--- config.mk ---
export PLATFORM = sky130hd
export DESIGN_NAME = eeprom_top
export DESIGN_NICKNAME = d
export VERILOG_FILES = /design/src/hw/i2c_pkg.sv /design/src/hw/eeprom_pkg.sv /design/src/hw/i2c_bit_engine.sv /design/src/hw/eeprom_seq.sv /design/src/hw/eeprom_top.sv
export SDC_FILE = /design/constraint.sdc
export NUM_CORES = 1
export LEC_CHECK = 0
export BUFFER_PORTS_ARGS = -buffer_cell sky130_fd_sc_hd__buf_4
export CORE_MARGIN = 2
export CORE_UTILIZATION = 55
export CTS_BUF_LIST = sky130_fd_sc_hd__clkbuf_8
export DETAILED_ROUTE_END_ITERATION = 16
export PLACE_DENSITY = 0.76
export SYNTH_ARGS = -nofsm -noshare
export SYNTH_HDL_FRONTEND = slang
export SYNTH_HIERARCHICAL = 1
export SYNTH_SLANG_ARGS = --single-unit
--- constraint.sdc ---
create_clock -name CLK -period 3.3 [get_ports CLK]
set_input_delay 0.165 -clock CLK [delete_from_list [all_inputs] [get_ports CLK]]
set_output_delay 0.165 -clock CLK [all_outputs]
set_load 0.02 [all_outputs]
--- src/hw/i2c_pkg.sv ---
package i2c_pkg;

    // bit engine commands issued by the sequencer
    typedef enum logic [1:0]
    {
        CMD_START = 2'd0,
        CMD_STOP  = 2'd1,
        CMD_WRITE = 2'd2, // 8 bits out, ack sampled
        CMD_READ  = 2'd3  // 8 bits in, nack sent
    } i2c_cmd_t;

    // bit engine phases
    typedef enum logic [2:0]
    {
        PH_IDLE   = 3'd0,
        PH_START  = 3'd1,
        PH_BIT    = 3'd2, // one of the eight data bits
        PH_ACKBIT = 3'd3, // ninth bit
        PH_STOP   = 3'd4
    } i2c_phase_t;

endpackage

--- src/hw/eeprom_pkg.sv ---
package eeprom_pkg;

    // 2 kB array, word address width
    localparam int ADDR_W = 11;

    // upper nibble of the control byte
    localparam logic [3:0] DEV_CODE = 4'b1010;

    // request sequencer states
    typedef enum logic [3:0]
    {
        S_IDLE    = 4'd0,
        S_START   = 4'd1,
        S_CTRL_W  = 4'd2,
        S_ADDR    = 4'd3,
        S_DATA_W  = 4'd4,
        S_RESTART = 4'd5, // repeated start, reads only
        S_CTRL_R  = 4'd6,
        S_DATA_R  = 4'd7,
        S_STOP    = 4'd8,
        S_DONE    = 4'd9  // one cycle, ack to host
    } seq_state_t;

endpackage

--- src/hw/i2c_bit_engine.sv ---
`timescale 1ns/100ps

module i2c_bit_engine
    import i2c_pkg::*;
#(
    parameter int CLK_DIV = 4
)
(
    input  logic       CLK,
    input  logic       RESET,
    input  logic       cmd_valid,
    input  i2c_cmd_t   cmd,
    input  logic [7:0] tx_byte,
    input  logic       sda_in,
    output logic       cmd_ready,
    output logic       cmd_done,
    output logic [7:0] rx_byte,
    output logic       rx_nack,
    output logic       scl,
    output logic       sda_oe
);

    localparam int DIV_W = $clog2(CLK_DIV);

    i2c_phase_t       phase;
    i2c_phase_t       phase_nxt;
    i2c_cmd_t         op;
    i2c_cmd_t         op_nxt;
    logic [1:0]       quarter;
    logic [1:0]       quarter_nxt;
    logic [DIV_W-1:0] div_cnt;
    logic [DIV_W-1:0] div_nxt;
    logic [2:0]       bit_cnt;
    logic [2:0]       bit_nxt;
    logic [7:0]       shreg;
    logic [7:0]       shreg_nxt;
    logic             nack_nxt;
    logic             last_tick;
    logic             scl_nxt;
    logic             oe_nxt;

    assign cmd_ready = (phase == PH_IDLE);
    assign cmd_done  = last_tick;
    assign rx_byte   = shreg; // valid with cmd_done of a read

    // quarter and bit sequencing
    always_comb
    begin
        phase_nxt   = phase;
        op_nxt      = op;
        quarter_nxt = quarter;
        div_nxt     = div_cnt;
        bit_nxt     = bit_cnt;
        shreg_nxt   = shreg;
        nack_nxt    = rx_nack;
        last_tick   = 1'b0;
        if (phase == PH_IDLE)
        begin
            if (cmd_valid)
            begin
                op_nxt      = cmd;
                shreg_nxt   = tx_byte;
                quarter_nxt = 2'd0;
                div_nxt     = '0;
                bit_nxt     = 3'd0;
                case (cmd)
                    CMD_START: phase_nxt = PH_START;
                    CMD_STOP:  phase_nxt = PH_STOP;
                    default:   phase_nxt = PH_BIT;
                endcase
            end
        end
        else if (div_cnt == DIV_W'(CLK_DIV - 1))
        begin
            div_nxt     = '0;
            quarter_nxt = quarter + 2'd1; // wraps 3 -> 0
            if (quarter == 2'd1) // middle of scl high
            begin
                if (phase == PH_BIT && op == CMD_READ)
                    shreg_nxt = {shreg[6:0], sda_in};
                if (phase == PH_ACKBIT && op == CMD_WRITE)
                    nack_nxt = sda_in;
            end
            if (quarter == 2'd3)
            begin
                if (phase == PH_BIT)
                begin
                    if (op == CMD_WRITE)
                        shreg_nxt = {shreg[6:0], 1'b0};
                    if (bit_cnt == 3'd7)
                        phase_nxt = PH_ACKBIT;
                    else
                        bit_nxt = bit_cnt + 3'd1;
                end
                else
                begin
                    phase_nxt = PH_IDLE;
                    last_tick = 1'b1;
                end
            end
        end
        else
        begin
            div_nxt = div_cnt + DIV_W'(1);
        end
    end

    // bus levels for the quarter being entered
    always_comb
    begin
        scl_nxt = scl;
        oe_nxt  = sda_oe;
        case (phase_nxt)
            PH_START:
            begin
                case (quarter_nxt)
                    2'd0: oe_nxt = 1'b0; // scl stays where it was
                    2'd1: {scl_nxt, oe_nxt} = 2'b10;
                    2'd2: {scl_nxt, oe_nxt} = 2'b11; // sda falls, scl high
                    default: {scl_nxt, oe_nxt} = 2'b01;
                endcase
            end
            PH_STOP:
            begin
                case (quarter_nxt)
                    2'd0: {scl_nxt, oe_nxt} = 2'b01;
                    2'd1: {scl_nxt, oe_nxt} = 2'b11;
                    default: {scl_nxt, oe_nxt} = 2'b10; // sda rises, scl high
                endcase
            end
            PH_BIT, PH_ACKBIT:
            begin
                scl_nxt = (quarter_nxt == 2'd1) || (quarter_nxt == 2'd2);
                if (quarter_nxt == 2'd0)
                begin
                    // data only changes in quarter 0; ack bit is always released
                    if (phase_nxt == PH_BIT && op_nxt == CMD_WRITE)
                        oe_nxt = ~shreg_nxt[7];
                    else
                        oe_nxt = 1'b0;
                end
            end
            default: ; // idle holds the bus
        endcase
    end

    always_ff @(posedge CLK)
    begin
        if (RESET)
        begin
            phase   <= PH_IDLE;
            quarter <= 2'd0;
            div_cnt <= '0;
            bit_cnt <= 3'd0;
            rx_nack <= 1'b0;
            scl     <= 1'b1;
            sda_oe  <= 1'b0;
        end
        else
        begin
            phase   <= phase_nxt;
            quarter <= quarter_nxt;
            div_cnt <= div_nxt;
            bit_cnt <= bit_nxt;
            rx_nack <= nack_nxt;
            scl     <= scl_nxt;
            sda_oe  <= oe_nxt;
        end
        shreg <= shreg_nxt;
        op    <= op_nxt;
    end

    a_cmd_when_ready: assert property (@(posedge CLK) disable iff (RESET)
        cmd_valid |-> cmd_ready);

    // only start and stop may move sda under a high clock
    a_sda_stable_high: assert property (@(posedge CLK) disable iff (RESET)
        (scl && $past(scl) && !$stable(sda_oe)) |-> (phase inside {PH_START, PH_STOP}));

endmodule

--- src/hw/eeprom_seq.sv ---
`timescale 1ns/100ps

module eeprom_seq
    import eeprom_pkg::*, i2c_pkg::*;
(
    input  logic              CLK,
    input  logic              RESET,
    input  logic              wr,
    input  logic              rd,
    input  logic [ADDR_W-1:0] addr,
    input  logic [7:0]        wdata,
    input  logic              cmd_ready,
    input  logic              cmd_done,
    input  logic [7:0]        rx_byte,
    input  logic              rx_nack,
    output logic              cmd_valid,
    output i2c_cmd_t          cmd,
    output logic [7:0]        tx_byte,
    output logic [7:0]        rdata,
    output logic              ack,
    output logic              busy,
    output logic              nack_err
);

    seq_state_t        state;
    seq_state_t        state_nxt;
    logic              is_read;
    logic [ADDR_W-1:0] addr_r;
    logic [7:0]        wdata_r;
    logic              req;
    logic              issue;
    i2c_cmd_t          issue_cmd;
    logic [7:0]        issue_byte;
    logic [2:0]        addr_hi;

    assign req     = (state == S_IDLE || state == S_DONE) && (wr || rd);
    assign addr_hi = addr_r[ADDR_W-1:8]; // block select bits of the control byte
    assign ack     = (state == S_DONE);
    assign busy    = (state != S_IDLE) && (state != S_DONE);

    always_comb
    begin
        state_nxt = state;
        case (state)
            S_IDLE, S_DONE:
                state_nxt = req ? S_START : S_IDLE;
            S_START:
                if (cmd_done)
                    state_nxt = S_CTRL_W;
            S_CTRL_W:
                if (cmd_done)
                    state_nxt = rx_nack ? S_STOP : S_ADDR;
            S_ADDR:
                if (cmd_done)
                    state_nxt = rx_nack ? S_STOP : (is_read ? S_RESTART : S_DATA_W);
            S_DATA_W:
                if (cmd_done)
                    state_nxt = S_STOP;
            S_RESTART:
                if (cmd_done)
                    state_nxt = S_CTRL_R;
            S_CTRL_R:
                if (cmd_done)
                    state_nxt = rx_nack ? S_STOP : S_DATA_R;
            S_DATA_R:
                if (cmd_done)
                    state_nxt = S_STOP;
            S_STOP:
                if (cmd_done)
                    state_nxt = S_DONE;
            default:
                state_nxt = S_IDLE;
        endcase
    end

    // command for the state being entered
    always_comb
    begin
        issue_cmd  = CMD_WRITE;
        issue_byte = 8'h00;
        case (state_nxt)
            S_START, S_RESTART: issue_cmd = CMD_START;
            S_CTRL_W:           issue_byte = {DEV_CODE, addr_hi, 1'b0};
            S_ADDR:             issue_byte = addr_r[7:0];
            S_DATA_W:           issue_byte = wdata_r;
            S_CTRL_R:           issue_byte = {DEV_CODE, addr_hi, 1'b1};
            S_DATA_R:           issue_cmd = CMD_READ;
            S_STOP:             issue_cmd = CMD_STOP;
            default: ;
        endcase
    end

    assign issue = (state_nxt != state) && (state_nxt != S_IDLE) && (state_nxt != S_DONE);

    always_ff @(posedge CLK)
    begin
        if (RESET)
        begin
            state     <= S_IDLE;
            cmd_valid <= 1'b0;
            nack_err  <= 1'b0;
        end
        else
        begin
            state <= state_nxt;
            if (cmd_valid && cmd_ready)
                cmd_valid <= 1'b0;
            if (issue)
                cmd_valid <= 1'b1;
            if (req)
                nack_err <= 1'b0;
            else if (cmd_done && rx_nack &&
                     (state inside {S_CTRL_W, S_ADDR, S_DATA_W, S_CTRL_R}))
                nack_err <= 1'b1;
        end
        if (req)
        begin
            is_read <= !wr; // write wins if both
            addr_r  <= addr;
            wdata_r <= wdata;
        end
        if (issue)
        begin
            cmd     <= issue_cmd;
            tx_byte <= issue_byte;
        end
        if (state == S_DATA_R && cmd_done)
            rdata <= rx_byte;
    end

    a_no_wr_rd: assert property (@(posedge CLK) disable iff (RESET)
        !(wr && rd));

    // engine takes each command in the cycle it is offered
    a_valid_single: assert property (@(posedge CLK) disable iff (RESET)
        cmd_valid |=> !cmd_valid);

endmodule

--- src/hw/eeprom_top.sv ---
`timescale 1ns/100ps

module eeprom_top
    import eeprom_pkg::*, i2c_pkg::*;
#(
    parameter int CLK_DIV = 4 // clk cycles per quarter scl period
)
(
    input  logic              CLK,
    input  logic              RESET,
    input  logic              wr,
    input  logic              rd,
    input  logic [ADDR_W-1:0] addr,
    input  logic [7:0]        wdata,
    input  logic              sda_in,
    output logic [7:0]        rdata,
    output logic              ack,
    output logic              busy,
    output logic              nack_err,
    output logic              scl,
    output logic              sda_oe
);

    logic       cmd_valid;
    logic       cmd_ready;
    logic       cmd_done;
    i2c_cmd_t   cmd;
    logic [7:0] tx_byte;
    logic [7:0] rx_byte;
    logic       rx_nack;

    eeprom_seq u_seq
    (
        .CLK       (CLK),
        .RESET     (RESET),
        .wr        (wr),
        .rd        (rd),
        .addr      (addr),
        .wdata     (wdata),
        .cmd_ready (cmd_ready),
        .cmd_done  (cmd_done),
        .rx_byte   (rx_byte),
        .rx_nack   (rx_nack),
        .cmd_valid (cmd_valid),
        .cmd       (cmd),
        .tx_byte   (tx_byte),
        .rdata     (rdata),
        .ack       (ack),
        .busy      (busy),
        .nack_err  (nack_err)
    );

    i2c_bit_engine #(.CLK_DIV(CLK_DIV)) u_bit
    (
        .CLK       (CLK),
        .RESET     (RESET),
        .cmd_valid (cmd_valid),
        .cmd       (cmd),
        .tx_byte   (tx_byte),
        .sda_in    (sda_in),
        .cmd_ready (cmd_ready),
        .cmd_done  (cmd_done),
        .rx_byte   (rx_byte),
        .rx_nack   (rx_nack),
        .scl       (scl),
        .sda_oe    (sda_oe)
    );

endmodule

==> flow_summary_export.csv, run 1 <==
group,metric,value,unit
global_route,grt_pass1_wl,10720,µm
floorplanning,fp-row-count,27,
logic_synthesis,yosysSeqAreaShare,0.5629,
route,wl_per_cell,15.60,µm
sta,max-slew-margin-rel,0.6058,
clocking,tritoncts,"built",
final_layout,num-fill-cells,384,
setup_path,critical_path_class,"flop to flop",
place,hpwlAfterDp,4046,µm
logic_synthesis,yosysTopAreaCell,"edfxtp_1",
worst_hold_path,hold_class,"input port to flop",
logic_synthesis,synthCells,284,
place,numPortBuffers,36,
global_route,overflow,0,
floorplanning,fp.dieH,80.08,µm
final_layout,antenna_cells,0,
sta,worst_pin_slew,591.4,ps
final_layout,syn_to_final_growth,24.14,%
global_route,grt_max_degree,22,
logic_synthesis,avgSynthCellArea,11.21,µm²
clocking,clk_path_buf_depth,2,
sta,setup-tns-final,0,ps
pwr,p_leak,1.501,nW
clocking,clock-sinks,67,
route,final_antenna_net_count,0,
global_route,globalRouteTotalUtil,0.2221,
setup_path,crit_fanout,10,
logic_synthesis,ys_seq_elements,67,
sta,fmax,342.3,MHz
logic_synthesis,yosysMostFrequentCell,"edfxtp_1",
global_route,antenna_found_initial,0,
logic_synthesis,syn_area,3183,µm²
floorplanning,die-area,6412,µm²
floorplanning,io_pins,37,
setup_path,cp_cell_sequence,"ha_1 -> nand2_1 -> or2_1 -> inv_1 -> nand2_2 -> nor4_2 -> nor3_2 -> or3_1 -> nand2_1",
pwr,p_sw_frac,0.2376,
setup_path,startpoint_type,"flop",
route,vias,2413,
clocking,root_buffer,"clkbuf_8",
pwr,p_seq_frac,0.489,
sta,grt_setup_unrepaired,"no",
route,wl,6568,µm
setup_path,crit_arrival,2920,ps
route,vias_per_cell,5.732,
sta,finalHoldViolations,0,
route,drcViolationCount,0,
pwr,combPwrFrac,0.106,
logic_synthesis,synth_common_cells,"edfxtp_1, nand2_1, nor2_1",
logic_synthesis,ys_async_sr_fraction,0,
status,status,"finished clean",
sta,finClkSkew,5.256,ps
global_route,grt_pass1_vias,2392,
sta,setup_slack,378.3,ps
sta,setup_violations,0,
place,dpl.cell_count,386,
clocking,htreeDepth,3,
floorplanning,core_area,5540,µm²
place,place_congestion,0.8540,
flow_run,drv_cap,0,
sta,fin_crit_sh,0.8854,
route,dr.pass1.iters,5,
logic_synthesis,synth.distinct_cells,63,
final_layout,final-instance-count-excl-fill,421,
setup_path,cp.required,3300,ps
logic_synthesis,ys_warn_count,6,
floorplanning,initial_utilization,0.5745,
pwr,vdd_ir_drop_max,0.0004087,V
floorplanning,die_x,80.08,µm
sta,drv_slew,0,
pwr,internal_power,0.001574,W
pwr,power.density,522.4,nW/µm²
logic_synthesis,yosysTopAreaCellShare,0.4245,
clocking,clock_latency,330,ps
logic_synthesis,syn_nets,315,
clocking,clk_pin_slew,70,ps
logic_synthesis,synthFlopType,"edfxtp_1",
setup_path,crit_top_cell,"nand2_1",
route,drt-initial-drc-count,236,
setup_path,cp-end-kind,"flop",
sta,hold_ws,86.43,ps
logic_synthesis,synth_edf_count,45,
pwr,switching_power,0.0004904,W
setup_path,max_stage_delay,360,ps
setup_path,slowest_stage,"dfxtp_1",
pwr,pwr-share-clk,0.405,
final_layout,drive_above_1_share,0.2120,
final_layout,fin_nets,375,
clocking,numCtsBuffers,9,
logic_synthesis,synth_area_leaders,"edfxtp_1, dfxtp_1, mux2i_1, nand2_1, nor2_1",
sta,period_minus_slack,2922,ps
place,dp_slack,491.0,ps
sequential cells by signal, summed over array words and instances, names as in the netlist, 3 cells and up:
| signal | cells |
|---|---|
| u_bit/rx_byte | 8 |
| u_bit/phase | 3 |
| u_seq/wdata_r | 8 |
| u_seq/state | 4 |
| u_bit/bit_cnt | 3 |
| u_seq/tx_byte | 8 |
| u_seq/rdata | 8 |
| u_seq/addr_r | 11 |
final cells by class:
type | instances | area, µm² | share of cell area
Timing Repair Buffer | 58 | 483.0 | 0.1222
Inverter | 13 | 53.80 | 0.01362
Clock buffer | 9 | 123.9 | 0.03135
Tap cell | 72 | 90.09 | 0.02280
Clock inverter | 7 | 123.9 | 0.03135
Sequential cell | 67 | 1792 | 0.4535
Multi-Input combinational cell | 195 | 1285 | 0.3252
logic make-up after synthesis:
| group | synth area share |
|---|---|
| AND/OR/NAND/NOR | 0.1851 |
| multiplexers | 0.05385 |
| XOR/XNOR | 0.005504 |
| adder cells (fa/ha/maj) | 0.02751 |
| flip-flops | 0.5629 |
| AO/OA/AOI/OAI | 0.1317 |
| buffers and inverters | 0.03341 |
worst max-delay path, delay by kind of cell, from the launching register on:
| family | cells | cell delay [ps] |
|---|---|---|
| buf+inv | 1 | 300 |
| simple gates | 7 | 1660 |
| fa+ha+maj | 1 | 260 |
| flops | 1 | 360 |
placed cells by master, fill, tap and decap left out, types with 2 or more instances in the layout:
cell type / Yosys / final
bufinv_16: 0 / 3
o31ai_4: 2 / 2
buf_4: 4 / 39
a22oi_1: 3 / 3
inv_6: 0 / 2
nand2b_1: 9 / 9
xor2_1: 2 / 2
a31oi_1: 3 / 3
ha_1: 7 / 7
inv_1: 12 / 12
dfxtp_1: 22 / 22
nand3b_1: 2 / 2
o21ai_1: 8 / 8
clkbuf_8: 0 / 9
and2_1: 3 / 3
nand3_1: 8 / 8
nor2_1: 27 / 27
o21ai_0: 6 / 6
a21oi_1: 15 / 15
nand2_2: 2 / 2
nand2_1: 34 / 34
edfxtp_1: 45 / 45
clkinv_4: 1 / 2
and3_1: 2 / 2
a21boi_0: 2 / 2
a32oi_1: 2 / 2
nor3_1: 6 / 6
mux2i_1: 16 / 16
dlygate4sd3_1: 0 / 19
worst paths after layout:
check / from / endpoint / slack, ps / cells past startpoint
worst min register to register: u_bit/rx_byte[7]$_DFF_P_ / u_seq/rdata[7]$_DFFE_PP_ / 470 / 0
worst max-delay path: u_bit/div_cnt[0]$_SDFFE_PP0P_ / u_seq/tx_byte[1]$_DFFE_PP_ / 380 / 9
worst max register to register: u_bit/div_cnt[0]$_SDFFE_PP0P_ / u_seq/tx_byte[1]$_DFFE_PP_ / 380 / 9
worst min-delay path: wr / u_seq/is_read$_DFFE_PP_ / 90 / 2
metal layers:
metal / track usage / wire, µm
met1: 0.2654 / 2720
met2: 0.3733 / 3315
met4: 0.1034 / 102
met5: 0 / 0
met3: 0.05955 / 430
through the flow:
step                      cell area, µm²  utilization  power [W]
final                               3951       0.7132   0.002064
after global routing                3951       0.7132   0.002137
after CTS                           3951       0.7132   0.002068
after detailed placement            3513       0.6341   0.001220
after global placement              3513       0.6341   0.001215
after floorplan                     3183            -   0.001150
timing repair:
item | 4_1_cts | 5_1_grt
hold endpoints to repair | 19 | 0
setup buffers | 0 | 0
gates resized for setup | 0 | 0
hold buffers | 19 | 0
power groups by stage:
stage	clock network, W	registers [W]	logic, W
after floorplan	0	0.00101	0.000135
after global placement	0	0.00102	0.000191
after detailed placement	0	0.00103	0.000194
after CTS	0.000846	0.00101	0.000214
after global routing	0.000882	0.00102	0.000238
final	0.000836	0.00101	0.000219
(Power assumes the default switching activity.)
==> inputs of run 2 (changes only) <==
- MAX_ROUTING_LAYER: default -> met4
==> run 2 against run 1 <==
  * Clock power barely moved
  * Fmax grew 0.31%
  * Register-to-register slack barely moved
  * Critical endpoint unchanged
  * Non-clock buffer count unchanged
  * Critical path type unchanged
  * Hold slack got worse by 4.6 ps
  * Combinational power is essentially flat
  * Power rose by 0.11%
  * Final area stayed put
  * Global-route usage is 0.58 points higher
  * First-iteration DRC count down 3.4%
  * Count of clock-buffer cells in the layout unchanged
==> flow_summary_export.csv, run 2 (same netlist as run 1, synthesis figures left out) <==
group,metric,value,unit
sta,setup_violations,0,
sta,finalHoldViolations,0,
global_route,antenna_found_initial,0,
pwr,p_leak,1.501,nW
floorplanning,die_x,80.08,µm
clocking,htreeDepth,3,
floorplanning,io_pins,37,
final_layout,multiInputGateArea,1285,µm²
clocking,tritoncts,"built",
sta,grt_setup_unrepaired,"no",
global_route,grt_pass1_vias,2397,
sta,period_minus_slack,2913,ps
place,hpwlAfterDp,4046,µm
floorplanning,die-area,6412,µm²
setup_path,reg2reg_to,"u_seq/tx_byte[1]$_DFFE_PP_",
final_layout,final-seq-area,1792,µm²
worst_hold_path,hold_class,"input port to flop",
place,place_congestion,0.8676,
final_layout,syn_to_final_growth,24.14,%
final_layout,fin_nets,375,
setup_path,crit_arrival,2910,ps
sta,setup-tns-final,0,ps
route,dr.pass1.iters,5,
route,final_antenna_net_count,0,
clocking,cts.repair.resized,0,
clocking,numCtsBuffers,9,
flow_run,drv_cap,0,
route,wl,6551,µm
setup_path,crit_fanout,10,
sta,max-slew-margin-rel,0.5967,
final_layout,largest_reg_flops,11,
final_layout,drive_above_1_share,0.2120,
place,placed_cell_area,3513,µm²
route,drcViolationCount,0,
sta,finClkSkew,5.897,ps
sta,worst_pin_slew,604.9,ps
clocking,root_buffer,"clkbuf_8",
setup_path,startpoint_type,"flop",
final_layout,largest_register,"u_seq/addr_r",
pwr,vdd_ir_drop_max,0.0004084,V
clocking,clock-sinks,67,
sta,drv_slew,0,
final_layout,antenna_cells,0,
final_layout,most-common-layout-cells,"edfxtp_1, buf_4, nand2_1",
floorplanning,fp-row-count,27,
final_layout,final_common_cell,"edfxtp_1",
sta,fin_crit_sh,0.8827,
setup_path,cp.required,3300,ps
clocking,clk_path_buf_depth,2,
global_route,overflow,0,
route,drt-initial-drc-count,228,
clocking,clk_pin_slew,70,ps
worst_hold_path,holdCritStartpoint,"wr",
route,wl_per_cell,15.56,µm
setup_path,startpoint,"u_bit/div_cnt[0]$_SDFFE_PP0P_",
floorplanning,fp.dieH,80.08,µm
setup_path,max_stage_delay,360,ps
global_route,globalRouteTotalUtil,0.2279,
clocking,clock_latency,340,ps
route,vias_per_cell,5.627,
setup_path,endpoint,"u_seq/tx_byte[1]$_DFFE_PP_",
floorplanning,core_area,5540,µm²
setup_path,r2r-start,"u_bit/div_cnt[0]$_SDFFE_PP0P_",
setup_path,reg2reg_slack,390,ps
setup_path,rr_worst_depth,9,
final_layout,num-fill-cells,384,
route,vias,2369,
setup_path,crit_top_cell,"nand2_1",
setup_path,slowest_stage,"dfxtp_1",
place,numPortBuffers,36,
global_route,grt_pass1_wl,10710,µm
floorplanning,initial_utilization,0.5745,
setup_path,critical_path_class,"flop to flop",
global_route,grt_max_degree,22,
setup_path,cp_cell_sequence,"ha_1 -> nand2_1 -> or2_1 -> inv_1 -> nand2_2 -> nor4_2 -> nor3_2 -> or3_1 -> nand2_1",
sta,fmax,343.3,MHz
setup_path,cp-end-kind,"flop",
status,status,"finished clean",
final_layout,finalInstanceArea,3951,µm²
pwr,power.density,523.0,nW/µm²
==> run 2: what timing repair did <==
action,4_1_cts,5_1_grt
setup buffers,0,0
hold buffers,19,0
hold endpoints to repair,19,0
endpoints found under the setup margin,0,0
==> run 2: metrics by stage <==
stage	instances	hold slack, ps	total power (W)	util	setup slack [ps]
2_1_floorplan	284	232.9	0.001150	-	834.7
3_3_place_gp	386	343.3	0.001215	0.6341	595.3
3_5_place_dp	386	344.3	0.001220	0.6341	491.0
4_1_cts	421	67.08	0.002068	0.7132	456.6
5_1_grt	421	77.26	0.002137	0.7132	189.5
6_report	421	81.87	0.002067	0.7132	387.2
==> run 2: power breakdown <==
group | total, W | switching (W) | internal [W]
clock network | 0.000839 | 0.000331 | 0.000508
logic | 0.000219 | 0.000119 | 0.000100
registers | 0.00101 | 0.0000432 | 0.000965
==> run 2: worst min path at each step <==
| stage | slack (ps) | cells past startpoint | to |
|---|---|---|---|
| 6_report | 80 | 2 | u_seq/is_read$_DFFE_PP_ |
| 5_1_grt | 80 | 2 | u_seq/is_read$_DFFE_PP_ |
| 4_1_cts | 70 | 2 | u_seq/is_read$_DFFE_PP_ |
| 3_5_place_dp | 340 | 1 | u_seq/addr_r[4]$_DFFE_PP_ |
| 3_3_place_gp | 340 | 1 | u_seq/addr_r[0]$_DFFE_PP_ |
| 2_1_floorplan | 230 | 1 | u_bit/sda_oe$_SDFFE_PP0P_ |
==> run 2: critical path, delay by kind of cell (launching register included) <==
family / cells / cell delay, ps
flip-flops: 1 / 360
AND/OR/NAND/NOR: 7 / 1640
buffers and inverters: 1 / 300
adder cells (fa/ha/maj): 1 / 260
==> run 2: per-layer routing <==
metal  up-vias  share of wire  track usage
li1       1156              -            -
met1      1097           0.41       0.2654
met2       104           0.50       0.3725
met3        12          0.066      0.05843
met4         0          0.020       0.1051
met5         -              0            -
==> run 2: area by class of cell <==
class / instances / area share
repair buffers: 58 / 0.1222
inverters: 13 / 0.01362
well taps: 72 / 0.02280
multi-input cells: 195 / 0.3252
flip-flops and latches: 67 / 0.4535
clock buffers: 9 / 0.03135
clock inverters: 7 / 0.03135
